<file path="src/tlb_defines.svh">
`ifndef TLB_DEFINES_SVH
`define TLB_DEFINES_SVH

// TLB geometry
`define TLB_NUM     16
`define TLB_IDX_W   4

// Address and field widths
`define TLB_VA_W    32
`define TLB_VPPN_W  19
`define TLB_PPN_W   20
`define TLB_ASID_W  10

// Page-size codes as held in the PS field
`define TLB_PS_4K   12
`define TLB_PS_2M   21

`endif

</file>
<file path="src/tlb_cmd_pkg.sv">
`default_nettype none

package tlb_cmd_pkg;

    typedef enum logic [1:0] {
        CMD_WRITE      = 2'd0,
        CMD_SEARCH     = 2'd1,
        CMD_INVALIDATE = 2'd2
    } cmd_op_e;

    // INVTLB op field
    typedef enum logic [2:0] {
        INV_ALL       = 3'd0,
        INV_ALL_ALT   = 3'd1,
        INV_GLOBAL    = 3'd2,
        INV_NONGLOBAL = 3'd3,
        INV_ASID      = 3'd4,
        INV_ASID_VA   = 3'd5,
        INV_OTHER_VA  = 3'd6
    } inv_op_e;

    typedef enum logic {
        MG_IDLE = 1'b0,
        MG_RESP = 1'b1
    } mgmt_state_e;

endpackage

`default_nettype wire

</file>
<file path="src/tlb_entry_pkg.sv">
`default_nettype none

`include "tlb_defines.svh"

package tlb_entry_pkg;

    typedef logic [`TLB_VA_W-1:0]   vaddr_t;
    typedef logic [`TLB_VA_W-1:0]   paddr_t;
    typedef logic [`TLB_VPPN_W-1:0] vppn_t;
    typedef logic [`TLB_PPN_W-1:0]  ppn_t;
    typedef logic [`TLB_ASID_W-1:0] asid_t;
    typedef logic [`TLB_IDX_W-1:0]  tlb_idx_t;
    typedef logic [`TLB_NUM-1:0]    tlb_vec_t;

    localparam int PS_W    = 6;
    localparam int CPR_W   = 1 + `TLB_ASID_W + 1 + PS_W + `TLB_VPPN_W;
    localparam int TRANS_W = 1 + 1 + 2 + 2 + `TLB_PPN_W;

    // Compare word, E ASID G PS VPPN from the top
    localparam int CPR_VPPN_LSB = 0;
    localparam int CPR_PS_LSB   = CPR_VPPN_LSB + `TLB_VPPN_W;
    localparam int CPR_G        = CPR_PS_LSB + PS_W;
    localparam int CPR_ASID_LSB = CPR_G + 1;
    localparam int CPR_E        = CPR_ASID_LSB + `TLB_ASID_W;

    // Translate word, V D MAT PLV PPN from the top
    localparam int TR_PPN_LSB = 0;
    localparam int TR_PLV_LSB = TR_PPN_LSB + `TLB_PPN_W;
    localparam int TR_MAT_LSB = TR_PLV_LSB + 2;
    localparam int TR_D       = TR_MAT_LSB + 2;
    localparam int TR_V       = TR_D + 1;

    typedef logic [CPR_W-1:0]     tlb_cpr_t;
    typedef logic [TRANS_W-1:0]   tlb_trans_t;
    typedef logic [`TLB_VA_W-1:0] dmw_t;

    // DMW CSR layout
    localparam int DMW_VSEG_LSB = 29;
    localparam int DMW_PSEG_LSB = 25;
    localparam int DMW_SEG_W    = `TLB_VA_W - DMW_VSEG_LSB;
    localparam int DMW_CACHED   = 4;

    // Low VPPN bits that a 2M entry ignores
    localparam int HUGE_VPPN_LSB = `TLB_PS_2M - `TLB_PS_4K;

endpackage

`default_nettype wire

</file>
<file path="src/tlb_entry_array.sv">
`timescale 1ns/100ps
`default_nettype none

`include "tlb_defines.svh"

module tlb_entry_array
    import tlb_entry_pkg::*;
    import tlb_cmd_pkg::*;
(
    input  logic                         clk,
    input  logic                         rstn,
    input  logic                         wr_en,
    input  tlb_idx_t                     wr_index,
    input  tlb_cpr_t                     wr_cpr,
    input  tlb_trans_t                   wr_trans0,
    input  tlb_trans_t                   wr_trans1,
    input  logic                         inv_en,
    input  inv_op_e                      inv_op,
    input  asid_t                        inv_asid,
    input  vppn_t                        inv_vppn,
    output logic [`TLB_NUM*CPR_W-1:0]    cpr_flat,
    output logic [`TLB_NUM*TRANS_W-1:0]  trans0_flat,
    output logic [`TLB_NUM*TRANS_W-1:0]  trans1_flat
);

    // E bits live apart so that only they need a reset
    tlb_vec_t         e_q;
    logic [CPR_E-1:0] cpr_q    [`TLB_NUM];
    tlb_trans_t       trans0_q [`TLB_NUM];
    tlb_trans_t       trans1_q [`TLB_NUM];

    tlb_vec_t ent_g;
    tlb_vec_t asid_eq;
    tlb_vec_t vppn_eq;
    tlb_vec_t inv_sel;

    always_ff @(posedge clk) begin
        if (wr_en) begin
            cpr_q[wr_index]    <= wr_cpr[CPR_E-1:0];
            trans0_q[wr_index] <= wr_trans0;
            trans1_q[wr_index] <= wr_trans1;
        end
    end

    always_ff @(posedge clk or negedge rstn) begin
        if (!rstn) begin
            e_q <= '0;
        end else if (wr_en) begin
            e_q[wr_index] <= wr_cpr[CPR_E];
        end else if (inv_en) begin
            e_q <= e_q & ~inv_sel;
        end
    end

    for (genvar i = 0; i < `TLB_NUM; i++) begin : g_entry
        logic  is_4k;
        vppn_t vppn;

        assign vppn  = cpr_q[i][CPR_VPPN_LSB +: `TLB_VPPN_W];
        assign is_4k = cpr_q[i][CPR_PS_LSB +: PS_W] == PS_W'(`TLB_PS_4K);

        assign ent_g[i]   = cpr_q[i][CPR_G];
        assign asid_eq[i] = cpr_q[i][CPR_ASID_LSB +: `TLB_ASID_W] == inv_asid;
        // A 2M entry covers a whole group of page pairs
        assign vppn_eq[i] = (vppn[`TLB_VPPN_W-1:HUGE_VPPN_LSB]
                                == inv_vppn[`TLB_VPPN_W-1:HUGE_VPPN_LSB])
                            && (!is_4k || vppn[HUGE_VPPN_LSB-1:0]
                                == inv_vppn[HUGE_VPPN_LSB-1:0]);

        assign cpr_flat[i*CPR_W +: CPR_W]        = {e_q[i], cpr_q[i]};
        assign trans0_flat[i*TRANS_W +: TRANS_W] = trans0_q[i];
        assign trans1_flat[i*TRANS_W +: TRANS_W] = trans1_q[i];
    end

    always_comb begin
        case (inv_op)
            INV_ALL, INV_ALL_ALT: inv_sel = '1;
            INV_GLOBAL:           inv_sel = ent_g;
            INV_NONGLOBAL:        inv_sel = ~ent_g;
            INV_ASID:             inv_sel = ~ent_g & asid_eq;
            INV_ASID_VA:          inv_sel = ~ent_g & asid_eq & vppn_eq;
            INV_OTHER_VA:         inv_sel = (ent_g | ~asid_eq) & vppn_eq;
            default:              inv_sel = '0;
        endcase
    end

    // Management issues one command at a time
    wr_inv_excl: assert property (@(posedge clk) disable iff (!rstn) !(wr_en && inv_en))
        else $error("write and invalidate strobes together");

endmodule

`default_nettype wire

</file>
<file path="config.mk">
export PLATFORM = sky130hd
export DESIGN_NAME = tlb_entry_array
export DESIGN_NICKNAME = d
export VERILOG_FILES = /design/src/tlb_cmd_pkg.sv /design/src/tlb_entry_pkg.sv /design/src/tlb_entry_array.sv
export VERILOG_INCLUDE_DIRS = /design/src /design/src/src
export SDC_FILE = /design/constraint.sdc
export NUM_CORES = 1
export LEC_CHECK = 0
export ABC_AREA = 1
export BUFFER_PORTS_ARGS = -buffer_cell sky130_fd_sc_hd__buf_4
export CAP_MARGIN = 20
export CORE_AREA = 2 2 603 605
export DETAILED_ROUTE_END_ITERATION = 10
export DIE_AREA = 0 0 605 607
export GPL_ROUTABILITY_DRIVEN = 0
export PLACE_DENSITY_LB_ADDON = 0.3
export RECOVER_POWER = 100
export SLEW_MARGIN = 30
export SYNTH_ARGS = -nofsm -noshare
export SYNTH_HDL_FRONTEND = slang
export SYNTH_SLANG_ARGS = --single-unit
</file>
<file path="constraint.sdc">
create_clock -name clk -period 2.5 [get_ports clk]
set_input_delay 0.25 -clock clk [delete_from_list [all_inputs] [get_ports clk]]
set_output_delay 0.25 -clock clk [all_outputs]
set_load 0.01 [all_outputs]
</file>
==> results.cfg <==
[clock_tree]
cts_tree = yes
clkSlewWorstSetupHoldPaths_ns = 0.06
cts_buffers = 171
htreeDepth = 4
cts_setup_buffers = 0
ctsRootBufferMaster = clkbuf_16
cts_sinks = 1424
clock_latency_ns = 0.83
cts.path.max_buffers = 4

[route]
wl_met2_um = 145700
top_layer_used = met5
wl_met3_um = 21730
routed_via_density = 3.545
firstDrtPassIters = 8
wl_met1_um = 104300
drtIter0Drc = 3051
drc_errors = 0
wl_um = 286300
wl_per_cell_um = 27.89
ant_nets = 0
vias = 36390

[synth]
muxShareOfSynthArea = 0
synth-simple-area-share = 0.09468
ys_seq_area_frac = 0.8216
syn_avg_cell_area_um2 = 15.31
yosys.area_share.xor_xnor = 0.04181
synth_top_family_by_area = simple AND/OR/NAND/NOR gates
ys_warn_count = 0
synthAdderAreaFrac = 0
syn_nets = 3523
ys_types = 25
synth_seq_cells = 1424
syn_inst = 3394
netlist_area_mm2 = 0.05195
synth_compound_area_frac = 0.009538

[sta]
clock_skew_ns = 0.04542
fin_crit_ns = 2.476
fmax_ghz = 0.4039
hold_viol_final = 0
worstMarginPinSlew_ns = 2.669
finalCritPeriodShare = 0.9903
drv_slew = 241
rsz0062_at_grt = no
timing.slew.headroom = -0.7791
setup_viol = 0

[global_routing]
grt_use_total = 0.1489
gr-total-overflow = 0
grt_max_degree = 51
first_global_vias = 36010
grt_pass1_wl_um = 363100
antenna_found_initial = 42

[min_path]
hold_class = primary input to flip-flop
min_path_cells = 7

[power]
p_per_area_mw_per_mm2 = 772.5
vdd_drop_max_mv = 0.6743
leakagePower_nw = 24.05

[setup_path]
reg2reg_depth = 11
start_kind = primary input
crit_cells = 2
critPathTopFamily = buffers and inverters
critical_path.max_fanout = 16
crit_chain = dlygate4sd3_1, clkbuf_1
required_ns = 2.71
max_stage_delay_ns = 1.87
r2r_slack_ns = 0.40
endpoint_kind = flip-flop
criticalPathCategory = primary input to flip-flop
cp.arrival_ns = 2.68
cp_num_buf_inv = 2
slowest_stage = clkbuf_1

[run_status]
violations = capacitance limit, slew limit
status = finished with violations

[floorplan]
die_h_um = 607
core.rowCount = 221
start_util = 0.1440
io_pins = 1553
fp.dieArea_mm2 = 0.3672
die_w_um = 605
coreArea_mm2 = 0.3609

[placed_design]
post_dp_cell_area_mm2 = 0.07134
dp_hpwl_um = 219900
portBuffers = 1552

[final_layout]
final_net_count = 5454
drive_gt1_frac = 0.08689
design_area_mm2 = 0.07150
fin_util = 0.1982
area_growth_pct = 37.65

[run]
drv_cap = 14
## final cells by class
class	instances	area, µm²
multi-input combinational	1569	7621
sequential	1424	42680
clock buffer	203	4420
antenna	16	40.04
tap	4794	5998
timing repair buffer	1840	8503
inverter	319	1197
fill	39840	289300
clock inverter	100	1044
## final timing paths
kind                                        start                      to
max in group asynchronous                    rstn     e_q[13]$_DFFE_PN0P_
hold reg to reg                e_q[5]$_DFFE_PN0P_      e_q[5]$_DFFE_PN0P_
setup / recovery                       wr_cpr[21]  cpr_q[3][21]$_DFFE_PP_
setup reg to reg           cpr_q[2][15]$_DFFE_PP_      e_q[2]$_DFFE_PN0P_
hold / removal                        wr_index[1]     e_q[12]$_DFFE_PN0P_
min in group asynchronous                    rstn     e_q[10]$_DFFE_PN0P_
## synthesized netlist by cell type (all sizes together)
cell type     n  share of area
edfxtp     1408           0.81
o21ai         8        0.00077
a22o         14         0.0024
dfrtp        16         0.0077
nand3       145          0.014
o211ai        2        0.00029
a211oi       16         0.0023
nor2        228          0.017
nand4         4        0.00048
xnor2       248          0.042
nand2       837          0.060
inv         319          0.023
or2          10         0.0012
buf          75         0.0088
a21oi        32         0.0031
clkbuf        7        0.00051
o22ai         6        0.00072
nor3         19         0.0019
## layout by cell type, fill, tap and decap left out, types with 3 or more instances in the layout
cell and count:
o21ai_0 8, dlygate4sd3_1 94, clkbuf_1 1571, nand2_1 837, clkinvlp_4 4, clkinv_8 3, nor3_1 14, clkinv_2 29
nand4_1 4, nor3_2 5, inv_2 6, nor2_1 225, o22ai_1 6, clkinv_16 4, bufinv_16 14, a22o_1 14
a211oi_1 16, clkinv_1 28, xnor2_1 248, dfrtp_1 16, diode_2 16, clkbuf_2 13, clkbuf_16 172, nand3_1 144
buf_4 152, or2_2 10, edfxtp_1 1408, a21oi_1 32, inv_1 313, clkbuf_4 19, inv_6 10, buf_12 21
clkinv_4 5
## registers in the layout, indices dropped and copies added (netlist names)
| name | count |
|---|---|
| trans0_q | 416 |
| e_q | 16 |
| trans1_q | 416 |
| cpr_q | 576 |
## routing by layer
metal / vias to the layer above / global-route usage
li1: 15590 / -
met1: 18550 / 0.1658
met2: 1824 / 0.2710
met3: 418 / 0.03749
met4: 8 / 0.05608
met5: - / 0
## what timing repair did
action / 4_1_cts / 5_1_grt
gates resized for setup: 0 / 0
hold buffers: 95 / 0
endpoints found under the hold margin: 1440 / 0
## cells by family (layout without fill, tap and decap cells)
kind of cell	after synthesis	after routing
xor gates and xnor gates	248	248
and+or+nand+nor	1243	1243
AOI/OAI and AO/OA	78	78
other	0	16
buffers and inverters	401	2462
DFF	1424	1424
## worst register-to-register path: stages, from the launching register on
cell      delay (ns)
edfxtp_1        0.46
inv_1           0.08
nand2_1         0.05
nand2_1         0.12
nand2_1         0.09
nor2_1          0.28
clkbuf_1        0.34
nand3_1         0.13
a21oi_1         0.23
nand2_1         0.08
nand3_1         0.07
nand2_1         0.05
## through the flow
stage	setup TNS, ns	cells	hold WS, ns	setup slack (ns)	total power, mW
floorplan	-819.19	3394	-0.04559	-0.9172	28.71
global placement	0	9851	0.1475	0.1078	31.31
detailed placement	0	9851	0.1513	0.1471	31.31
CTS	0	10250	0.1109	0.3762	56.44
global route	0	10260	0.1152	0.1539	56.93
finish	0	10270	0.09716	0.02430	55.24
## power breakdown
part / total, mW / internal (mW) / leakage, nW / switching [mW]
registers: 27.1 / 26.8 / 12.9 / 0.292
logic: 3.34 / 0.835 / 8.45 / 2.50
clock network: 24.8 / 14.2 / 2.67 / 10.6
Power figures use the tool's default switching activity.
