## src/tlb_defines.svh

```systemverilog
`ifndef TLB_DEFINES_SVH
`define TLB_DEFINES_SVH

// TLB geometry
`define TLB_NUM     16
`define TLB_IDX_W   4

// Address and field widths
`define TLB_VA_W    32
`define TLB_VPPN_W  19
`define TLB_PPN_W   20
`define TLB_ASID_W  10

// Page-size codes as held in the PS field
`define TLB_PS_4K   12
`define TLB_PS_2M   21

`endif

```

## src/tlb_entry_pkg.sv

```systemverilog
`default_nettype none

`include "tlb_defines.svh"

package tlb_entry_pkg;

    typedef logic [`TLB_VA_W-1:0]   vaddr_t;
    typedef logic [`TLB_VA_W-1:0]   paddr_t;
    typedef logic [`TLB_VPPN_W-1:0] vppn_t;
    typedef logic [`TLB_PPN_W-1:0]  ppn_t;
    typedef logic [`TLB_ASID_W-1:0] asid_t;
    typedef logic [`TLB_IDX_W-1:0]  tlb_idx_t;
    typedef logic [`TLB_NUM-1:0]    tlb_vec_t;

    localparam int PS_W    = 6;
    localparam int CPR_W   = 1 + `TLB_ASID_W + 1 + PS_W + `TLB_VPPN_W;
    localparam int TRANS_W = 1 + 1 + 2 + 2 + `TLB_PPN_W;

    // Compare word, E ASID G PS VPPN from the top
    localparam int CPR_VPPN_LSB = 0;
    localparam int CPR_PS_LSB   = CPR_VPPN_LSB + `TLB_VPPN_W;
    localparam int CPR_G        = CPR_PS_LSB + PS_W;
    localparam int CPR_ASID_LSB = CPR_G + 1;
    localparam int CPR_E        = CPR_ASID_LSB + `TLB_ASID_W;

    // Translate word, V D MAT PLV PPN from the top
    localparam int TR_PPN_LSB = 0;
    localparam int TR_PLV_LSB = TR_PPN_LSB + `TLB_PPN_W;
    localparam int TR_MAT_LSB = TR_PLV_LSB + 2;
    localparam int TR_D       = TR_MAT_LSB + 2;
    localparam int TR_V       = TR_D + 1;

    typedef logic [CPR_W-1:0]     tlb_cpr_t;
    typedef logic [TRANS_W-1:0]   tlb_trans_t;
    typedef logic [`TLB_VA_W-1:0] dmw_t;

    // DMW CSR layout
    localparam int DMW_VSEG_LSB = 29;
    localparam int DMW_PSEG_LSB = 25;
    localparam int DMW_SEG_W    = `TLB_VA_W - DMW_VSEG_LSB;
    localparam int DMW_CACHED   = 4;

    // Low VPPN bits that a 2M entry ignores
    localparam int HUGE_VPPN_LSB = `TLB_PS_2M - `TLB_PS_4K;

endpackage

`default_nettype wire

```

## src/tlb_translate_pipe.sv

```systemverilog
`timescale 1ns/100ps
`default_nettype none

`include "tlb_defines.svh"

module tlb_translate_pipe
    import tlb_entry_pkg::*;
(
    input  logic                         clk,
    input  logic                         rstn,
    input  logic                         flush,
    input  logic                         xl_req,
    input  vaddr_t                       xl_va,
    input  logic                         xl_stall,
    input  tlb_vec_t                     hit,
    input  tlb_vec_t                     odd,
    input  logic [`TLB_NUM*CPR_W-1:0]    cpr_flat,
    input  logic [`TLB_NUM*TRANS_W-1:0]  trans0_flat,
    input  logic [`TLB_NUM*TRANS_W-1:0]  trans1_flat,
    input  logic                         pg,
    input  logic                         da_cached,
    input  dmw_t                         dmw0,
    input  dmw_t                         dmw1,
    output logic                         xl_valid,
    output logic                         xl_tlb_hit,
    output logic                         xl_page_valid,
    output logic                         xl_dirty,
    output logic                         xl_cached,
    output logic [1:0]                   xl_plv,
    output paddr_t                       xl_pa
);

    logic       s1_valid;
    vaddr_t     s1_va;
    tlb_vec_t   s1_hit;
    tlb_vec_t   s1_odd;

    tlb_trans_t sel_trans;
    logic       sel_4k;
    logic       tlb_hit;
    ppn_t       ppn;
    paddr_t     tlb_pa;
    logic       dmw0_hit;
    logic       dmw1_hit;
    logic       use_tlb;
    paddr_t     pa_d;
    logic       cached_d;

    always_ff @(posedge clk or negedge rstn) begin
        if (!rstn) begin
            s1_valid <= 1'b0;
            xl_valid <= 1'b0;
        end else if (flush) begin
            s1_valid <= 1'b0;
            xl_valid <= 1'b0;
        end else if (!xl_stall) begin
            s1_valid <= xl_req;
            xl_valid <= s1_valid;
        end
    end

    // Stage 1
    always_ff @(posedge clk) begin
        if (!xl_stall) begin
            s1_va  <= xl_va;
            s1_hit <= hit;
            s1_odd <= odd;
        end
    end

    // Hit is one-hot, so OR-ing the selected words picks the entry
    always_comb begin
        sel_trans = '0;
        sel_4k    = 1'b0;
        for (int i = 0; i < `TLB_NUM; i++) begin
            if (s1_hit[i]) begin
                sel_trans = sel_trans | (s1_odd[i] ? trans1_flat[i*TRANS_W +: TRANS_W]
                                                   : trans0_flat[i*TRANS_W +: TRANS_W]);
                sel_4k    = sel_4k
                            | (cpr_flat[i*CPR_W + CPR_PS_LSB +: PS_W] == PS_W'(`TLB_PS_4K));
            end
        end
    end

    assign tlb_hit = |s1_hit;
    assign ppn     = sel_trans[TR_PPN_LSB +: `TLB_PPN_W];
    assign tlb_pa  = sel_4k ? {ppn, s1_va[`TLB_PS_4K-1:0]}
                            : {ppn[`TLB_PPN_W-1:`TLB_PS_2M-`TLB_PS_4K], s1_va[`TLB_PS_2M-1:0]};

    assign dmw0_hit = s1_va[`TLB_VA_W-1:DMW_VSEG_LSB] == dmw0[`TLB_VA_W-1:DMW_VSEG_LSB];
    assign dmw1_hit = s1_va[`TLB_VA_W-1:DMW_VSEG_LSB] == dmw1[`TLB_VA_W-1:DMW_VSEG_LSB];

    always_comb begin
        use_tlb = 1'b0;
        if (!pg) begin
            pa_d     = s1_va;
            cached_d = da_cached;
        end else if (dmw0_hit) begin
            pa_d     = {dmw0[DMW_PSEG_LSB +: DMW_SEG_W], s1_va[DMW_VSEG_LSB-1:0]};
            cached_d = dmw0[DMW_CACHED];
        end else if (dmw1_hit) begin
            pa_d     = {dmw1[DMW_PSEG_LSB +: DMW_SEG_W], s1_va[DMW_VSEG_LSB-1:0]};
            cached_d = dmw1[DMW_CACHED];
        end else begin
            use_tlb  = 1'b1;
            pa_d     = tlb_hit ? tlb_pa : '0;
            cached_d = tlb_hit && (sel_trans[TR_MAT_LSB +: 2] == 2'd1);
        end
    end

    // Stage 2, page flags only for a mapped TLB access
    always_ff @(posedge clk) begin
        if (!xl_stall) begin
            xl_pa         <= pa_d;
            xl_cached     <= cached_d;
            xl_tlb_hit    <= use_tlb && tlb_hit;
            xl_page_valid <= use_tlb && sel_trans[TR_V];
            xl_dirty      <= use_tlb && sel_trans[TR_D];
            xl_plv        <= use_tlb ? sel_trans[TR_PLV_LSB +: 2] : 2'b00;
        end
    end

endmodule

`default_nettype wire

```

## config.mk

```make
export PLATFORM = sky130hd
export DESIGN_NAME = tlb_translate_pipe
export DESIGN_NICKNAME = d
export VERILOG_FILES = /design/src/tlb_entry_pkg.sv /design/src/tlb_translate_pipe.sv
export VERILOG_INCLUDE_DIRS = /design/src /design/src/src
export SDC_FILE = /design/constraint.sdc
export NUM_CORES = 1
export LEC_CHECK = 0
export BUFFER_PORTS_ARGS = -buffer_cell sky130_fd_sc_hd__clkbuf_2
export CAP_MARGIN = 20
export CORE_AREA = 4 4 613 615
export CTS_CLUSTER_DIAMETER = 30
export DETAILED_ROUTE_END_ITERATION = 8
export DIE_AREA = 0 0 617 619
export PLACE_DENSITY = 0.3
export RECOVER_POWER = 50
export SETUP_SLACK_MARGIN = 0.2
export SYNTH_ARGS = -nofsm -noshare
export SYNTH_HDL_FRONTEND = slang
export SYNTH_SLANG_ARGS = --single-unit
```

## constraint.sdc

```tcl
create_clock -name clk -period 3.5 [get_ports clk]
set_input_delay 0.7 -clock clk [delete_from_list [all_inputs] [get_ports clk]]
set_output_delay 0.7 -clock clk [all_outputs]
set_load 0.01 [all_outputs]
```

==> implementation parameters <==
Parameter                              Value

Outcome
  Run status    finished, violations left
  Failing checks    capacitance limit, slew limit

Power and ir drop
  Total design power    6140 µW
  Power Density    256 nW/µm²
  Maximum VDD drop    0.220 mV
  Static leakage power    0.00867 µW

Setup path
  CP required    3.83 ns
  WP buf/inv    1
  Critical path arrival    3.40 ns
  CP most frequent cell    sky130_fd_sc_hd__nand4_1
  Largest fanout of any net on the critical path    9
  Worst R2R Path Depth    7
  Worst Path Class, Setup    reg2reg
  Destination of the worst register-to-register timing path    xl_pa[19]
  Chain of cells forming the critical path    buf_4 -> nor3b_1 -> nand4_1 -> nand4_1 -> or4_4 -> o21bai_4 -> o2bb2ai_1
  Type of element launching the critical path    flop
  Reg-to-reg setup timing slack    0.43 ns
  Delay of the slowest cell on the worst path    0.72 ns
  Master of the slowest instance on the critical path    sky130_fd_sc_hd__or4_4
  Worst path top cell family by delay    simple AND/OR/NAND/NOR gates
  Endpoint class of the critical path    flop
  Worst r2r src    s1_hit[7]

Yosys
  Dominant combinational cell family by area after synthesis    multiplexers
  Yosys cell types    39
  Synthesized netlist cell count    1018
  Share of synthesized area occupied by flip-flops and latches    0.280
  Share of flip-flops with an asynchronous set or reset after synthesis    0.0192
  Share of synthesized cell area in full adder, half adder and majority cells    0
  Simple-gate portion of the synthesized area    0.0763
  Post-synthesis net count    2577
  Count of flip-flops with a built-in enable after synthesis    102
  Fraction of synthesized area in multiplexers    0.423
  Syn Std Cell Area    11100 µm²
  Dominant register cell in the synthesized netlist    sky130_fd_sc_hd__edfxtp_1
  Syn avg cell area    10.9 µm²
  Syn. warnings    0
  Synthesized-area fraction occupied by ao, oa, aoi and oai cells    0.171
  Xor and xnor area share after synthesis    0.00472
  Post-synthesis sequential element count    104

GRT
  Initial antenna violation count    438
  Global-route congestion overflow total    0
  Global-route wire length before repair    307000 µm
  Largest net degree at the start of global routing    37
  Total global-route track usage    0.137
  Number of global-route vias before repair    15.7k

Flow run
  Max Cap Viol    1

Cells and area
  Total Nets Final    3641
  Commonest non-fill, non-tap cells in the layout    1042 x sky130_fd_sc_hd__clkbuf_2, 415 x sky130_fd_sc_hd__mux2_2, 136 x sky130_fd_sc_hd__a22oi_1
  Number of fill cells in the layout    43.8k
  Commonest non-fill, non-tap cell in the layout    sky130_fd_sc_hd__clkbuf_2
  Share of post-route cells with drive strength above 1    0.757
  Area growth syn-to-layout    115%

STA
  Maximum operating frequency    326 MHz
  Final hold slack    0.251 ns
  Final Hold Fails    0
  Actual transition at the worst max-transition pin    1.68 ns
  Final setup skew    0.0816 ns
  Final setup violation count    0
  Final clock period utilization by the worst path    0.876
  Unrepaired setup endpoints after global routing    no
  Post-layout minimum cycle time    3.07 ns
  Worst-case headroom to the max-slew limit    -0.121
  Final slew viol count    34

Floorplanning
  # IOs    1598
  Initial Util    0.0300
  Placement Rows    224
  DIE AREA    382000 µm²
  Die height    619 µm
  Die extent in x    617 µm
  Core area    371000 µm²

CTS
  CTS HTree Levels    3
  Clock-pin slew of the registers on the worst-case setup and hold paths    0.17 ns
  Total CTS buffers    13
  Clock latency on the worst-skew pair    0.61 ns
  Maximum buffer depth of the clock tree    3
  TritonCTS Sinks    104
  CTS tree    yes
  Buffer cell driving the clock tree root    sky130_fd_sc_hd__clkbuf_16

Detailed routing
  Routed length per placed instance    38.1 µm
  Detailed-route vias per instance    2.40
  Number of optimization iterations in the first detailed-route pass    5
  Routed Antenna Nets    0
  Final WL    274000 µm
  Iteration-0 DRC count of the detailed router    1595
  Number of DRC violations after detailed routing    0
  Total number of vias    17.3k

Placement
  Placer Congestion    0.893
  Count of buffers from port buffering    1051
  Detailed placement HPWL    246000 µm

Worst hold path
  Classification of the worst-slack hold path    in2reg
  Hold Crit Depth    1
  Hold EP    s1_hit[4]
  Startpoint of the most critical hold path    hit[4]
metrics by stage:
| stage | setup TNS [ns] | instance area [µm²] | std cells | util | setup slack [ns] |
|---|---|---|---|---|---|
| 6_report | 0 | 23900 | 7201 | 0.0645 | 0.435 |
| 5_1_grt | 0 | 23700 | 7091 | 0.0638 | 0.240 |
| 3_5_place_dp | -0.0806 | 23200 | 7033 | 0.0625 | -0.0806 |
| 2_1_floorplan | 0 | 11100 | 1018 | - | 0.373 |
| 4_1_cts | 0 | 23600 | 7055 | 0.0636 | 0.316 |
| 3_3_place_gp | -0.0626 | 23200 | 7033 | 0.0625 | -0.0626 |
worst max path at each step:
stage / start / to / depth (start not counted)
global placement: s1_hit[2] / xl_pa[19] / 8
detailed placement: s1_hit[0] / xl_pa[19] / 8
CTS: s1_hit[12] / xl_pa[19] / 9
finish: s1_hit[7] / xl_pa[19] / 7
global route: xl_stall / xl_pa[16] / 3
floorplan: xl_stall / s1_hit[0] / 1
power by group:
part | internal [µW] | switching (µW)
logic | 1240 | 1670
clock network | 757 | 902
registers | 1490 | 67.2
cell families after synthesis:
logic type      count (synthesis)
buf+inv                       103
compound gates                238
xor+xnor                        6
mux                           418
flops                         104
simple gates                  149
cell usage after synthesis, types with 2 or more instances:
cell	count	area share
sky130_fd_sc_hd__o211ai_1	2	0.0013
sky130_fd_sc_hd__mux2i_1	2	0.0018
sky130_fd_sc_hd__buf_2	50	0.022
sky130_fd_sc_hd__nand4_1	64	0.036
sky130_fd_sc_hd__a22o_1	44	0.035
sky130_fd_sc_hd__buf_6	8	0.0081
sky130_fd_sc_hd__nor2_1	42	0.014
sky130_fd_sc_hd__nor3b_1	16	0.011
sky130_fd_sc_hd__nand2_1	2	0.00067
sky130_fd_sc_hd__a21oi_1	3	0.0013
sky130_fd_sc_hd__a221oi_1	38	0.030
sky130_fd_sc_hd__dfrtp_1	2	0.0045
sky130_fd_sc_hd__xnor2_1	3	0.0024
sky130_fd_sc_hd__mux2_2	415	0.42
sky130_fd_sc_hd__inv_1	2	0.00067
sky130_fd_sc_hd__xor2_1	3	0.0024
sky130_fd_sc_hd__a22oi_1	136	0.092
sky130_fd_sc_hd__nor2b_1	12	0.0067
sky130_fd_sc_hd__clkbuf_1	33	0.011
sky130_fd_sc_hd__buf_1	8	0.0027
sky130_fd_sc_hd__edfxtp_1	102	0.28
sky130_fd_sc_hd__o21ai_0	2	0.00090
sky130_fd_sc_hd__o2bb2ai_1	9	0.0071
sky130_fd_sc_hd__nor4_1	4	0.0022
sky130_fd_sc_hd__nor3_1	2	0.00090
state kept, by name, indices dropped and copies added, names as in the netlist:
name / flops
s1_odd: 16
xl_cached: 1
xl_tlb_hit: 1
xl_valid: 1
s1_hit: 16
xl_dirty: 1
s1_valid: 1
s1_va: 32
xl_pa: 32
xl_plv: 2
xl_page_valid: 1
cell type report:
class | count | area [µm²] | share of cell area
inverters | 3 | 20.0 | 0.000836
clock buffers | 13 | 325 | 0.0136
flip-flops and latches | 104 | 3110 | 0.130
multi-input cells | 811 | 7510 | 0.314
clock inverters | 3 | 48.8 | 0.00204
diodes | 146 | 365 | 0.0153
well taps | 4972 | 6220 | 0.260
repair buffers | 1149 | 6330 | 0.265
worst reg2reg max path: cells and delay by family, from the launching register on:
family	cells	cell delay [ns]
flops	1	0.60
compound gates	2	0.77
simple gates	4	1.18
buf+inv	1	0.28
per-layer routing:
metal	global-route usage	part of all wire
met3	0.0899	0.15
met1	0.155	0.38
met4	0.0271	0.030
met5	0.00400	0.0054
met2	0.215	0.43
timing repair:
item                                    4_1_cts  5_1_grt
endpoints found under the setup margin       15        0
hold endpoints to repair                      2        0
hold buffers                                  1        0
setup buffers                                 5        0
gates resized for setup                       2        0
No activity file was read; power rests on OpenSTA's default activity.
