[src/tlb_defines.svh]
`ifndef TLB_DEFINES_SVH
`define TLB_DEFINES_SVH

// TLB geometry
`define TLB_NUM     16
`define TLB_IDX_W   4

// Address and field widths
`define TLB_VA_W    32
`define TLB_VPPN_W  19
`define TLB_PPN_W   20
`define TLB_ASID_W  10

// Page-size codes as held in the PS field
`define TLB_PS_4K   12
`define TLB_PS_2M   21

`endif

[src/tlb_cmd_pkg.sv]
`default_nettype none

package tlb_cmd_pkg;

    typedef enum logic [1:0] {
        CMD_WRITE      = 2'd0,
        CMD_SEARCH     = 2'd1,
        CMD_INVALIDATE = 2'd2
    } cmd_op_e;

    // INVTLB op field
    typedef enum logic [2:0] {
        INV_ALL       = 3'd0,
        INV_ALL_ALT   = 3'd1,
        INV_GLOBAL    = 3'd2,
        INV_NONGLOBAL = 3'd3,
        INV_ASID      = 3'd4,
        INV_ASID_VA   = 3'd5,
        INV_OTHER_VA  = 3'd6
    } inv_op_e;

    typedef enum logic {
        MG_IDLE = 1'b0,
        MG_RESP = 1'b1
    } mgmt_state_e;

endpackage

`default_nettype wire

[src/tlb_entry_pkg.sv]
`default_nettype none

`include "tlb_defines.svh"

package tlb_entry_pkg;

    typedef logic [`TLB_VA_W-1:0]   vaddr_t;
    typedef logic [`TLB_VA_W-1:0]   paddr_t;
    typedef logic [`TLB_VPPN_W-1:0] vppn_t;
    typedef logic [`TLB_PPN_W-1:0]  ppn_t;
    typedef logic [`TLB_ASID_W-1:0] asid_t;
    typedef logic [`TLB_IDX_W-1:0]  tlb_idx_t;
    typedef logic [`TLB_NUM-1:0]    tlb_vec_t;

    localparam int PS_W    = 6;
    localparam int CPR_W   = 1 + `TLB_ASID_W + 1 + PS_W + `TLB_VPPN_W;
    localparam int TRANS_W = 1 + 1 + 2 + 2 + `TLB_PPN_W;

    // Compare word, E ASID G PS VPPN from the top
    localparam int CPR_VPPN_LSB = 0;
    localparam int CPR_PS_LSB   = CPR_VPPN_LSB + `TLB_VPPN_W;
    localparam int CPR_G        = CPR_PS_LSB + PS_W;
    localparam int CPR_ASID_LSB = CPR_G + 1;
    localparam int CPR_E        = CPR_ASID_LSB + `TLB_ASID_W;

    // Translate word, V D MAT PLV PPN from the top
    localparam int TR_PPN_LSB = 0;
    localparam int TR_PLV_LSB = TR_PPN_LSB + `TLB_PPN_W;
    localparam int TR_MAT_LSB = TR_PLV_LSB + 2;
    localparam int TR_D       = TR_MAT_LSB + 2;
    localparam int TR_V       = TR_D + 1;

    typedef logic [CPR_W-1:0]     tlb_cpr_t;
    typedef logic [TRANS_W-1:0]   tlb_trans_t;
    typedef logic [`TLB_VA_W-1:0] dmw_t;

    // DMW CSR layout
    localparam int DMW_VSEG_LSB = 29;
    localparam int DMW_PSEG_LSB = 25;
    localparam int DMW_SEG_W    = `TLB_VA_W - DMW_VSEG_LSB;
    localparam int DMW_CACHED   = 4;

    // Low VPPN bits that a 2M entry ignores
    localparam int HUGE_VPPN_LSB = `TLB_PS_2M - `TLB_PS_4K;

endpackage

`default_nettype wire

[src/tlb_mgmt.sv]
`timescale 1ns/100ps
`default_nettype none

`include "tlb_defines.svh"

module tlb_mgmt
    import tlb_entry_pkg::*;
    import tlb_cmd_pkg::*;
(
    input  logic     clk,
    input  logic     rstn,
    input  logic     cmd_valid,
    input  cmd_op_e  cmd_op,
    input  tlb_vec_t srch_hit,
    output logic     wr_en,
    output logic     inv_en,
    output logic     cmd_ready,
    output logic     rsp_hit,
    output tlb_idx_t rsp_index
);

    mgmt_state_e state;
    logic        accept;
    tlb_idx_t    srch_index;

    assign accept    = (state == MG_IDLE) && cmd_valid;
    assign wr_en     = accept && (cmd_op == CMD_WRITE);
    assign inv_en    = accept && (cmd_op == CMD_INVALIDATE);
    assign cmd_ready = state == MG_RESP;

    // Hit vector to index
    always_comb begin
        srch_index = '0;
        for (int i = 0; i < `TLB_NUM; i++) begin
            if (srch_hit[i]) begin
                srch_index = tlb_idx_t'(i);
            end
        end
    end

    always_ff @(posedge clk or negedge rstn) begin
        if (!rstn) begin
            state     <= MG_IDLE;
            rsp_hit   <= 1'b0;
            rsp_index <= '0;
        end else begin
            case (state)
                MG_IDLE: begin
                    if (cmd_valid) begin
                        state     <= MG_RESP;
                        rsp_hit   <= (cmd_op == CMD_SEARCH) && (|srch_hit);
                        rsp_index <= srch_index;
                    end
                end
                default: begin
                    state <= MG_IDLE;
                end
            endcase
        end
    end

    // Requester holds the opcode until it sees ready
    op_stable: assert property (@(posedge clk) disable iff (!rstn)
        cmd_valid && !cmd_ready |=> $stable(cmd_op))
        else $error("cmd_op changed before cmd_ready");

endmodule

`default_nettype wire

[config.mk]
export PLATFORM = sky130hd
export DESIGN_NAME = tlb_mgmt
export DESIGN_NICKNAME = d
export VERILOG_FILES = /design/src/tlb_cmd_pkg.sv /design/src/tlb_entry_pkg.sv /design/src/tlb_mgmt.sv
export VERILOG_INCLUDE_DIRS = /design/src /design/src/src
export SDC_FILE = /design/constraint.sdc
export NUM_CORES = 1
export LEC_CHECK = 0
export ABC_AREA = 1
export ABC_CLOCK_PERIOD_IN_PS = 1000
export BUFFER_PORTS_ARGS = -buffer_cell sky130_fd_sc_hd__clkbuf_2
export CAP_MARGIN = 30
export CORE_AREA = 2 2 39 41
export CTS_BUF_LIST = sky130_fd_sc_hd__clkbuf_4 sky130_fd_sc_hd__clkbuf_8
export CTS_CLUSTER_SIZE = 14
export DETAILED_ROUTE_END_ITERATION = 8
export DIE_AREA = 0 0 41 43
export GPL_TIMING_DRIVEN = 0
export PLACE_DENSITY = 0.69
export SYNTH_ARGS = -nofsm -noshare
export SYNTH_HDL_FRONTEND = slang
export SYNTH_SLANG_ARGS = --single-unit
[constraint.sdc]
create_clock -name clk -period 1 [get_ports clk]
set_input_delay 0.2 -clock clk [delete_from_list [all_inputs] [get_ports clk]]
set_output_delay 0.2 -clock clk [all_outputs]
set_load 0.02 [all_outputs]
==> results of run 1 <==
-- final timing paths --
kind,startpoint,to,slack (ns),cells after the start
worst max-delay path,cmd_ready$_DFF_PN0_,wr_en,-0.33,4
worst min-delay path,srch_hit[14],rsp_index[0]$_DFFE_PN0P_,0.22,4
worst max register to register,cmd_ready$_DFF_PN0_,rsp_index[2]$_DFFE_PN0P_,-0.23,7
worst min register to register,rsp_index[2]$_DFFE_PN0P_,rsp_index[2]$_DFFE_PN0P_,0.54,2
max in group asynchronous,rstn,cmd_ready$_DFF_PN0_,0.52,2
min in group asynchronous,rstn,rsp_index[2]$_DFFE_PN0P_,0.32,2
-- cell type report --
type | instances | area (um2) | area share (%)
sequential | 6 | 151 | 19.1
multi-input combinational | 47 | 251 | 31.7
clock buffer | 4 | 30.0 | 3.79
inverter | 16 | 63.8 | 8.04
tap | 16 | 20.0 | 2.52
timing repair buffer | 38 | 277 | 34.9
-- placed cells by master, fill, tap and decap left out, drive strengths merged --
cell type and count:
dlygate4sd3 1, clkinv 1, a31oi 1, nor4 1
o21ai 2, nand3 4, nor2 12, buf 15
nor3 2, nand2 23, clkbuf 26, dfrtp 6
a21oi 2, inv 15
-- power by group --
part,internal [mW],switching [mW]
Combinational,0.156,0.151
Sequential,0.268,0.0156
Clock,0.179,0.0998
-- metrics by stage --
stage | setup slack, ns | area (um2) | hold slack, ns
2_1_floorplan | -0.122 | 443 | -0.0956
3_3_place_gp | -0.166 | 603 | 0.0300
5_1_grt | -0.381 | 793 | 0.225
4_1_cts | -0.324 | 713 | 0.222
6_report | -0.329 | 793 | 0.216
3_5_place_dp | -0.177 | 603 | 0.0307
-- cell families after synthesis --
group / share of synthesized area (%)
AOI/OAI and AO/OA: 7.30
buffers and inverters: 14.9
DFF: 36.5
and+or+nand+nor: 41.3
-- sequential cells by signal (all words and copies together) (netlist names) --
register	count
cmd_ready	1
rsp_hit	1
rsp_index	4
-- worst register-to-register path: cells and delay by family, from the launching register on --
kind	cells	cell delay [ns]
buffers and inverters	4	0.43
AO/OA/AOI/OAI	1	0.05
flip-flops	1	0.41
AND/OR/NAND/NOR	2	0.22
-- metal layers --
layer  vias to the layer above  track usage (%)
met5                         -                0
met4                         0             6.00
met3                         4             4.71
met2                        16             20.3
met1                       226             17.2
li1                        291                -
-- repair_timing --
action	CTS	global route
hold buffers	1	0
endpoints found under the setup margin	4	13
gates resized for setup	10	19
setup buffers	4	5
pin swaps	2	2
endpoints found under the hold margin	6	0
==> impl_metrics.tcl, run 1 <==
set metrics [dict create \
    outcome "finished, violations left" \
    violated_checks "negative setup slack" \
    grt_pass1_wl_um 1660 \
    core_area_um2 1380 \
    syn-num-nets 90 \
    clk-insertion-delay-late_ns 0.25 \
    power_uw 869 \
    fin_skew_ns 0.00315 \
    met3_wirelength_um 49 \
    rsz0062_at_grt "yes" \
    global_route.usage.total_pct 13.7 \
    synth_largest_area_cell "sky130_fd_sc_hd__dfrtp_1" \
    post_synth_num_cell_types 14 \
    timing.final.hold_violations 0 \
    syn_area_um2 412 \
    met1_length_um 427 \
    detailroute.via_count 537 \
    critical_path_class "reg2out" \
    clock_sinks 6 \
    h-tree-depth 1 \
    routabilityCongestion 0.754 \
    core.rowCount 14 \
    first_iter_violations 7 \
    die_w_um 41 \
    max_slew_margin_pct 78.0 \
    crit_buf_inv 2 \
    cell_types_occupying_the_most_area_after_synthesis "sky130_fd_sc_hd__dfrtp_1, sky130_fd_sc_hd__nand2_1, sky130_fd_sc_hd__nor2_1" \
    synth_sequential_area_ratio_pct 36.5 \
    topRoutingLayerUsed "met4" \
    layout-drive-gt1-share_pct 51.4 \
    route.detailed.wl_per_inst_um 8.57 \
    critPathCaptureType "primary output" \
    worst-slew-pin-transition_ns 0.327 \
    synth_seq_cells 6 \
    setup_violations 8 \
    worstPathArrival_ns 1.13 \
    synth.yosys.warnings 0 \
    tritoncts_clock_tree "done" \
    design.die.area_um2 1760 \
    post-route-period-util_pct 133 \
    yosys-top-cells-count "sky130_fd_sc_hd__nand2_1, sky130_fd_sc_hd__nor2_1, sky130_fd_sc_hd__inv_1, sky130_fd_sc_hd__dfrtp_1, sky130_fd_sc_hd__inv_2" \
    via_count_of_the_first_global_routing_pass 443 \
    ir_worst_vdd_mv 0.470 \
    power_density_nw_per_um2 1090 \
    layout.nets 133 \
    share_of_async_settable_or_async_resettable_flops_after_synthesis_pct 100 \
    timing.critical_path.fanout_max 3 \
    place.detailed.hpwl_um 753 \
    number_of_enable_type_register_cells_in_the_synthesized_netlist 0 \
    gr-total-overflow 0 \
    yosysMostFrequentCell "sky130_fd_sc_hd__nand2_1" \
    required_ns 0.80 \
    synth_top_area_share_pct 36.5 \
    fp.dieH_um 43 \
    drc 0 \
    route.antenna.remaining_nets 0 \
    met2_routed_length_um 589 \
    fill_cells 134 \
    place_inst 113 \
    buffer_ports.inserted 28 \
    critical_path_s_top_delay_family "flip-flops" \
    viasPerCell 4.23 \
    worst_path_cell_chain "nor2_4 > inv_4 > nor3_4 > clkbuf_8" \
    crit_slowest_cell "sky130_fd_sc_hd__dfrtp_2" \
    layout_setup_ws_ns -0.329 \
    fmax_mhz 752 \
    area_delta_synth_final_pct 92.7 \
    power.leakage_nw 0.438 \
    final_setup_tns_ns -1.60 \
    worst_hold_path_type "in2reg" \
    avg_synthesized_cell_area_um2 5.97 \
    insertedDiodeCount 0 \
    dominantRegCellSynth "sky130_fd_sc_hd__dfrtp_1" \
    finalMaxSlewViolations 0 \
    finalWirelength_um 1090 \
    finish.cell_count_without_fillers 127 \
    grt_antenna_before_repair 0 \
    number_of_detailed_routing_iterations_run_before_antenna_repair 4 \
    pin_count 29 \
    final_period_minus_worst_setup_slack_ns 1.33 \
    max_cap_viol_count 0 \
    max-clock-path-buffers 2 \
    tritoncts.num_buffers 3 \
    syn_inst 69 \
    critical-path-max-stage-delay_ns 0.41 \
    timing.critical_path.from_type "flip-flop" \
    ctsRootBufferMaster "sky130_fd_sc_hd__clkbuf_4" \
    maximum_number_of_pins_on_one_net_before_global_route_repair 7 \
    start_util_pct 29.7 \
    final_core_utilization_pct 57.3 \
    worst_setup_hold_path_clk_slew_ns 0.05 \
]
No activity file was read; power rests on OpenSTA's default activity.
==> run 2, diff against run 1 <==
--- a/config.mk
+++ b/config.mk
@@ -16,7 +16,7 @@
 export DETAILED_ROUTE_END_ITERATION = 8
 export DIE_AREA = 0 0 41 43
 export GPL_TIMING_DRIVEN = 0
-export PLACE_DENSITY = 0.69
+export PLACE_DENSITY = 0.66
 export SYNTH_ARGS = -nofsm -noshare
 export SYNTH_HDL_FRONTEND = slang
 export SYNTH_SLANG_ARGS = --single-unit
==> impl_metrics.tcl, run 2 (same netlist as run 1, synthesis figures left out) <==
set metrics [dict create \
    fmax_mhz 746 \
    routabilityCongestion 0.735 \
    fill_cells 139 \
    fin_skew_ns 0.0139 \
    finalMaxSlewViolations 0 \
    outcome "finished, violations left" \
    worst_hold_path_type "in2reg" \
    gr-total-overflow 0 \
    required_ns 0.80 \
    critical_path_class "reg2out" \
    finalHoldWorstSlack_ns 0.232 \
    h-tree-depth 1 \
    critical-path-max-stage-delay_ns 0.42 \
    clock_sinks 6 \
    ir_worst_vdd_mv 0.458 \
    clk-insertion-delay-late_ns 0.26 \
    detailroute.via_count 520 \
    place_inst 113 \
    post-place-ws_ns -0.174 \
    viasPerCell 4.26 \
    timing.critical_path.fanout_max 3 \
    finish.cell_count_without_fillers 122 \
    place.detailed.hpwl_um 767 \
    ctsRootBufferMaster "sky130_fd_sc_hd__clkbuf_4" \
    power_density_nw_per_um2 1140 \
    fp.dieH_um 43 \
    worst_setup_hold_path_clk_slew_ns 0.06 \
    global_route.usage.total_pct 14.6 \
    worstPathArrival_ns 1.14 \
    number_of_detailed_routing_iterations_run_before_antenna_repair 4 \
    timing.critical_path.from_type "flip-flop" \
    crit_slowest_cell "sky130_fd_sc_hd__dfrtp_2" \
    met2_routed_length_um 542 \
    grt_antenna_before_repair 0 \
    topRoutingLayerUsed "met4" \
    rsz0062_at_grt "yes" \
    grt_pass1_wl_um 1750 \
    layout.nets 128 \
    max_cap_viol_count 0 \
    via_count_of_the_first_global_routing_pass 498 \
    design.die.area_um2 1760 \
    most_flop_heavy_register "rsp_index" \
    maximum_number_of_pins_on_one_net_before_global_route_repair 7 \
    critPathCaptureType "primary output" \
    core.rowCount 14 \
    max_slew_margin_pct 79.8 \
    max-clock-path-buffers 2 \
    tritoncts.num_buffers 3 \
    layout_setup_ws_ns -0.341 \
    largest_reg_flops 4 \
    route.detailed.wl_per_inst_um 8.33 \
    violated_checks "negative setup slack" \
    layout-drive-gt1-share_pct 48.1 \
    buffer_ports.inserted 28 \
    post-route-period-util_pct 134 \
    insertedDiodeCount 0 \
    core_area_um2 1380 \
    timing.final.hold_violations 0 \
    pin_count 29 \
    start_util_pct 29.7 \
    final_period_minus_worst_setup_slack_ns 1.34 \
    route.antenna.remaining_nets 0 \
    setup_violations 6 \
    worst-slew-pin-transition_ns 0.301 \
    final_cell_mix "sky130_fd_sc_hd__nand2_1, sky130_fd_sc_hd__clkbuf_2, sky130_fd_sc_hd__inv_1" \
    power.leakage_nw 0.408 \
    drc 0 \
    met3_wirelength_um 55 \
    die_w_um 41 \
    final_common_cell "sky130_fd_sc_hd__nand2_1" \
    finalWirelength_um 1020 \
    first_iter_violations 10 \
    met1_length_um 393 \
    worst_path_cell_chain "nor2_4 > inv_4 > nor3_4 > clkbuf_8" \
    tritoncts_clock_tree "done" \
    area_delta_synth_final_pct 78.4 \
]
-- run 2: cell count changes in the layout (fill, tap and decap cells not counted), moves of 2 or more --
cell,change
sky130_fd_sc_hd__clkbuf_2,+2
sky130_fd_sc_hd__buf_4,-5
sky130_fd_sc_hd__buf_6,-2
sky130_fd_sc_hd__nand2_2,-2
sky130_fd_sc_hd__nand2_1,+2
-- run 2: repair_timing --
action	CTS	global route
buffers inserted	2	3
gates resized for setup	7	13
pin swaps	1	1
endpoints found under the setup margin	6	10
endpoints found under the hold margin	6	0
hold buffers	1	0
-- run 2: layout make-up --
type | count | area, um2 | area share, %
Timing Repair Buffer | 33 | 219 | 29.8
Clock buffer | 4 | 30.0 | 4.09
Sequential cell | 6 | 151 | 20.6
Inverter | 16 | 63.8 | 8.69
Multi-Input combinational cell | 47 | 250 | 34.1
Tap cell | 16 | 20.0 | 2.73
-- run 2: final timing paths --
kind	start	to	slack, ns	depth (start not counted)
min reg2reg	rsp_index[2]$_DFFE_PN0P_	rsp_index[2]$_DFFE_PN0P_	0.54	2
min in group asynchronous	rstn	rsp_hit$_DFFE_PN0P_	0.29	2
max	cmd_ready$_DFF_PN0_	inv_en	-0.34	4
max in group asynchronous	rstn	rsp_index[0]$_DFFE_PN0P_	0.54	2
max reg2reg	cmd_ready$_DFF_PN0_	rsp_index[0]$_DFFE_PN0P_	-0.04	5
min	srch_hit[14]	rsp_index[0]$_DFFE_PN0P_	0.23	4
-- run 2: metal layers --
metal / vias up / global-route usage, %
met5: - / 0
met2: 16 / 25.0
met1: 214 / 16.1
met3: 5 / 1.57
li1: 285 / -
met4: 0 / 8.00
-- run 2: report_power, final --
group / switching [mW] / internal, mW
clock: 0.103 / 0.179
combinational: 0.140 / 0.128
sequential: 0.0164 / 0.267
-- run 2: worst max-delay path, delay by kind of cell, from the launching register on --
kind / cells / cell delay, ns
flip-flops: 1 / 0.42
AND/OR/NAND/NOR: 2 / 0.23
buffers and inverters: 2 / 0.23
-- run 2: through the flow --
stage	power [mW]	area [um2]	setup TNS [ns]	utilization [%]
after floorplan	0.405	443	-0.245	-
after global placement	0.492	603	-0.567	43.6
after detailed placement	0.494	603	-0.615	43.6
after CTS	0.790	683	-0.766	49.4
after global routing	0.890	734	-1.11	53.1
final	0.835	734	-0.819	53.1
==> run 3, diff against run 2 <==
--- a/config.mk
+++ b/config.mk
@@ -7,7 +7,6 @@
 export NUM_CORES = 1
 export LEC_CHECK = 0
 export ABC_AREA = 1
-export ABC_CLOCK_PERIOD_IN_PS = 1000
 export BUFFER_PORTS_ARGS = -buffer_cell sky130_fd_sc_hd__clkbuf_2
 export CAP_MARGIN = 30
 export CORE_AREA = 2 2 39 41
@@ -16,7 +15,6 @@
 export DETAILED_ROUTE_END_ITERATION = 8
 export DIE_AREA = 0 0 41 43
 export GPL_TIMING_DRIVEN = 0
-export PLACE_DENSITY = 0.66
 export SYNTH_ARGS = -nofsm -noshare
 export SYNTH_HDL_FRONTEND = slang
 export SYNTH_SLANG_ARGS = --single-unit
==> constraint.sdc (replaced) <==
create_clock -name clk -period 1.4 [get_ports clk]
set_input_delay 0.28 -clock clk [delete_from_list [all_inputs] [get_ports clk]]
set_output_delay 0.28 -clock clk [all_outputs]
set_load 0.02 [all_outputs]
==> impl_metrics.tcl, run 3 (same netlist as run 1, synthesis figures left out) <==
set metrics [dict create \
    design.die.area_um2 1760 \
    worst_hold_path_type "in2reg" \
    first_iter_violations 2 \
    post-route-period-util_pct 96.2 \
    worst-slew-pin-transition_ns 0.235 \
    multiInputGateArea_um2 215 \
    clk-insertion-delay-late_ns 0.24 \
    die_w_um 41 \
    clock_sinks 6 \
    ctsRootBufferMaster "sky130_fd_sc_hd__clkbuf_4" \
    buffer_ports.inserted 28 \
    core_area_um2 1380 \
    viasPerCell 4.18 \
    worstPathArrival_ns 1.07 \
    seq_area_um2 150 \
    max_slew_margin_pct 84.2 \
    final_core_utilization_pct 46.4 \
    start_util_pct 29.7 \
    timing.final.hold_violations 0 \
    required_ns 1.12 \
    fin_skew_ns 0.00115 \
    holdCritStartpoint "srch_hit[14]" \
    outcome "complete, no violations" \
    post-place-ws_ns 0.0547 \
    power_uw 515 \
    final_common_cell "sky130_fd_sc_hd__clkbuf_2" \
    fmax_mhz 742 \
    number_of_detailed_routing_iterations_run_before_antenna_repair 2 \
    critical_path.reg2reg.startpoint "cmd_ready$_DFF_PN0_" \
    timing.critical_path.fanout_max 3 \
    global_route.usage.total_pct 13.6 \
    largest_reg_flops 4 \
    ir_worst_vdd_mv 0.197 \
    maximum_number_of_pins_on_one_net_before_global_route_repair 7 \
    final_period_minus_worst_setup_slack_ns 1.35 \
    insertedDiodeCount 0 \
    layout_setup_ws_ns 0.0531 \
    rsz0062_at_grt "yes" \
    critPathCaptureType "primary output" \
    tritoncts_clock_tree "done" \
    finalHoldWorstSlack_ns 0.311 \
    pin_count 29 \
    gr-total-overflow 0 \
    finalMaxSlewViolations 0 \
    grt_antenna_before_repair 0 \
    max_cap_viol_count 0 \
    critPathLaunch "cmd_ready$_DFF_PN0_" \
    layout.nets 126 \
    power.leakage_nw 0.378 \
    power_density_nw_per_um2 802 \
    area_delta_synth_final_pct 55.9 \
    fp.dieH_um 43 \
    route.detailed.wl_per_inst_um 7.97 \
    setup_violations 0 \
    route.antenna.remaining_nets 0 \
    tritoncts.num_buffers 3 \
    most_flop_heavy_register "rsp_index" \
    final_cell_mix "sky130_fd_sc_hd__clkbuf_2, sky130_fd_sc_hd__nand2_1, sky130_fd_sc_hd__nor2_1" \
    timing.critical_path.from_type "flip-flop" \
    core.rowCount 14 \
    layout-drive-gt1-share_pct 41.7 \
    via_count_of_the_first_global_routing_pass 428 \
    h-tree-depth 1 \
    finalWirelength_um 949 \
    place.detailed.hpwl_um 747 \
    drc 0 \
    grt_pass1_wl_um 1560 \
    worst_setup_hold_path_clk_slew_ns 0.05 \
    max-clock-path-buffers 2 \
    routabilityCongestion 0.765 \
    detailroute.via_count 497 \
    fill_cells 152 \
    critical_path_class "reg2out" \
]
-- run 3: cell types whose count changed in the layout (fill, tap and decap cells not counted), moves of 2 or more --
cell                       before  now
sky130_fd_sc_hd__nor2_4         3    1
sky130_fd_sc_hd__buf_6          3    0
sky130_fd_sc_hd__nor2_1         9   11
sky130_fd_sc_hd__nor3_4         2    0
sky130_fd_sc_hd__clkbuf_8       2    0
sky130_fd_sc_hd__nor3_2         0    2
sky130_fd_sc_hd__clkbuf_2      22   26
sky130_fd_sc_hd__clkbuf_4       5    3
-- run 3: metrics by stage --
step	instances	cell area, um2	TNS (ns)
2_1_floorplan	69	412	-0.230
3_3_place_gp	113	572	0
3_5_place_dp	113	572	0
4_1_cts	119	642	0
5_1_grt	119	642	-0.0486
6_report	119	642	0
-- run 3: final cells by class --
type / instances / area share (%)
well taps: 16 / 3.12
clock buffers: 3 / 3.51
repair buffers: 31 / 26.5
inverters: 16 / 9.94
flip-flops and latches: 6 / 23.4
multi-input cells: 47 / 33.5
-- run 3: worst paths after layout --
| check | endpoint | slack, ns | cells after the start |
|---|---|---|---|
| min | rsp_index[0]$_DFFE_PN0P_ | 0.31 | 4 |
| max | wr_en | 0.05 | 4 |
| min reg2reg | rsp_index[3]$_DFFE_PN0P_ | 0.49 | 2 |
| min in group asynchronous | rsp_index[2]$_DFFE_PN0P_ | 0.39 | 2 |
| max reg2reg | rsp_index[0]$_DFFE_PN0P_ | 0.40 | 5 |
| max in group asynchronous | cmd_ready$_DFF_PN0_ | 0.86 | 2 |
-- run 3: power breakdown --
part / switching [mW] / leakage, nW / internal (mW)
clock: 0.0633 / 0.0138 / 0.0970
combinational: 0.0887 / 0.298 / 0.0658
sequential: 0.00899 / 0.0662 / 0.191
total: 0.161 / 0.378 / 0.354
-- run 3: timing repair --
item / CTS / global route
setup buffers: 2 / 0
hold buffers: 1 / 0
hold endpoints to repair: 6 / 0
setup endpoints to repair: 2 / 2
pin swaps: 1 / 0
gates cloned: 0 / 0
resized for setup: 6 / 2
-- run 3: worst max-delay path, stage by stage, from the launching register on --
cell and delay, ns:
sky130_fd_sc_hd__dfrtp_1 0.39, sky130_fd_sc_hd__nor2_4 0.12, sky130_fd_sc_hd__inv_4 0.05, sky130_fd_sc_hd__nor3_2 0.10, sky130_fd_sc_hd__buf_4 0.16
-- run 3: routing by layer --
metal,up-vias,GRT usage [%],wire [um]
met2,15,21.6,486
met5,-,0,0
met4,0,14.0,17
li1,276,-,-
met3,2,1.57,59
met1,204,13.6,385
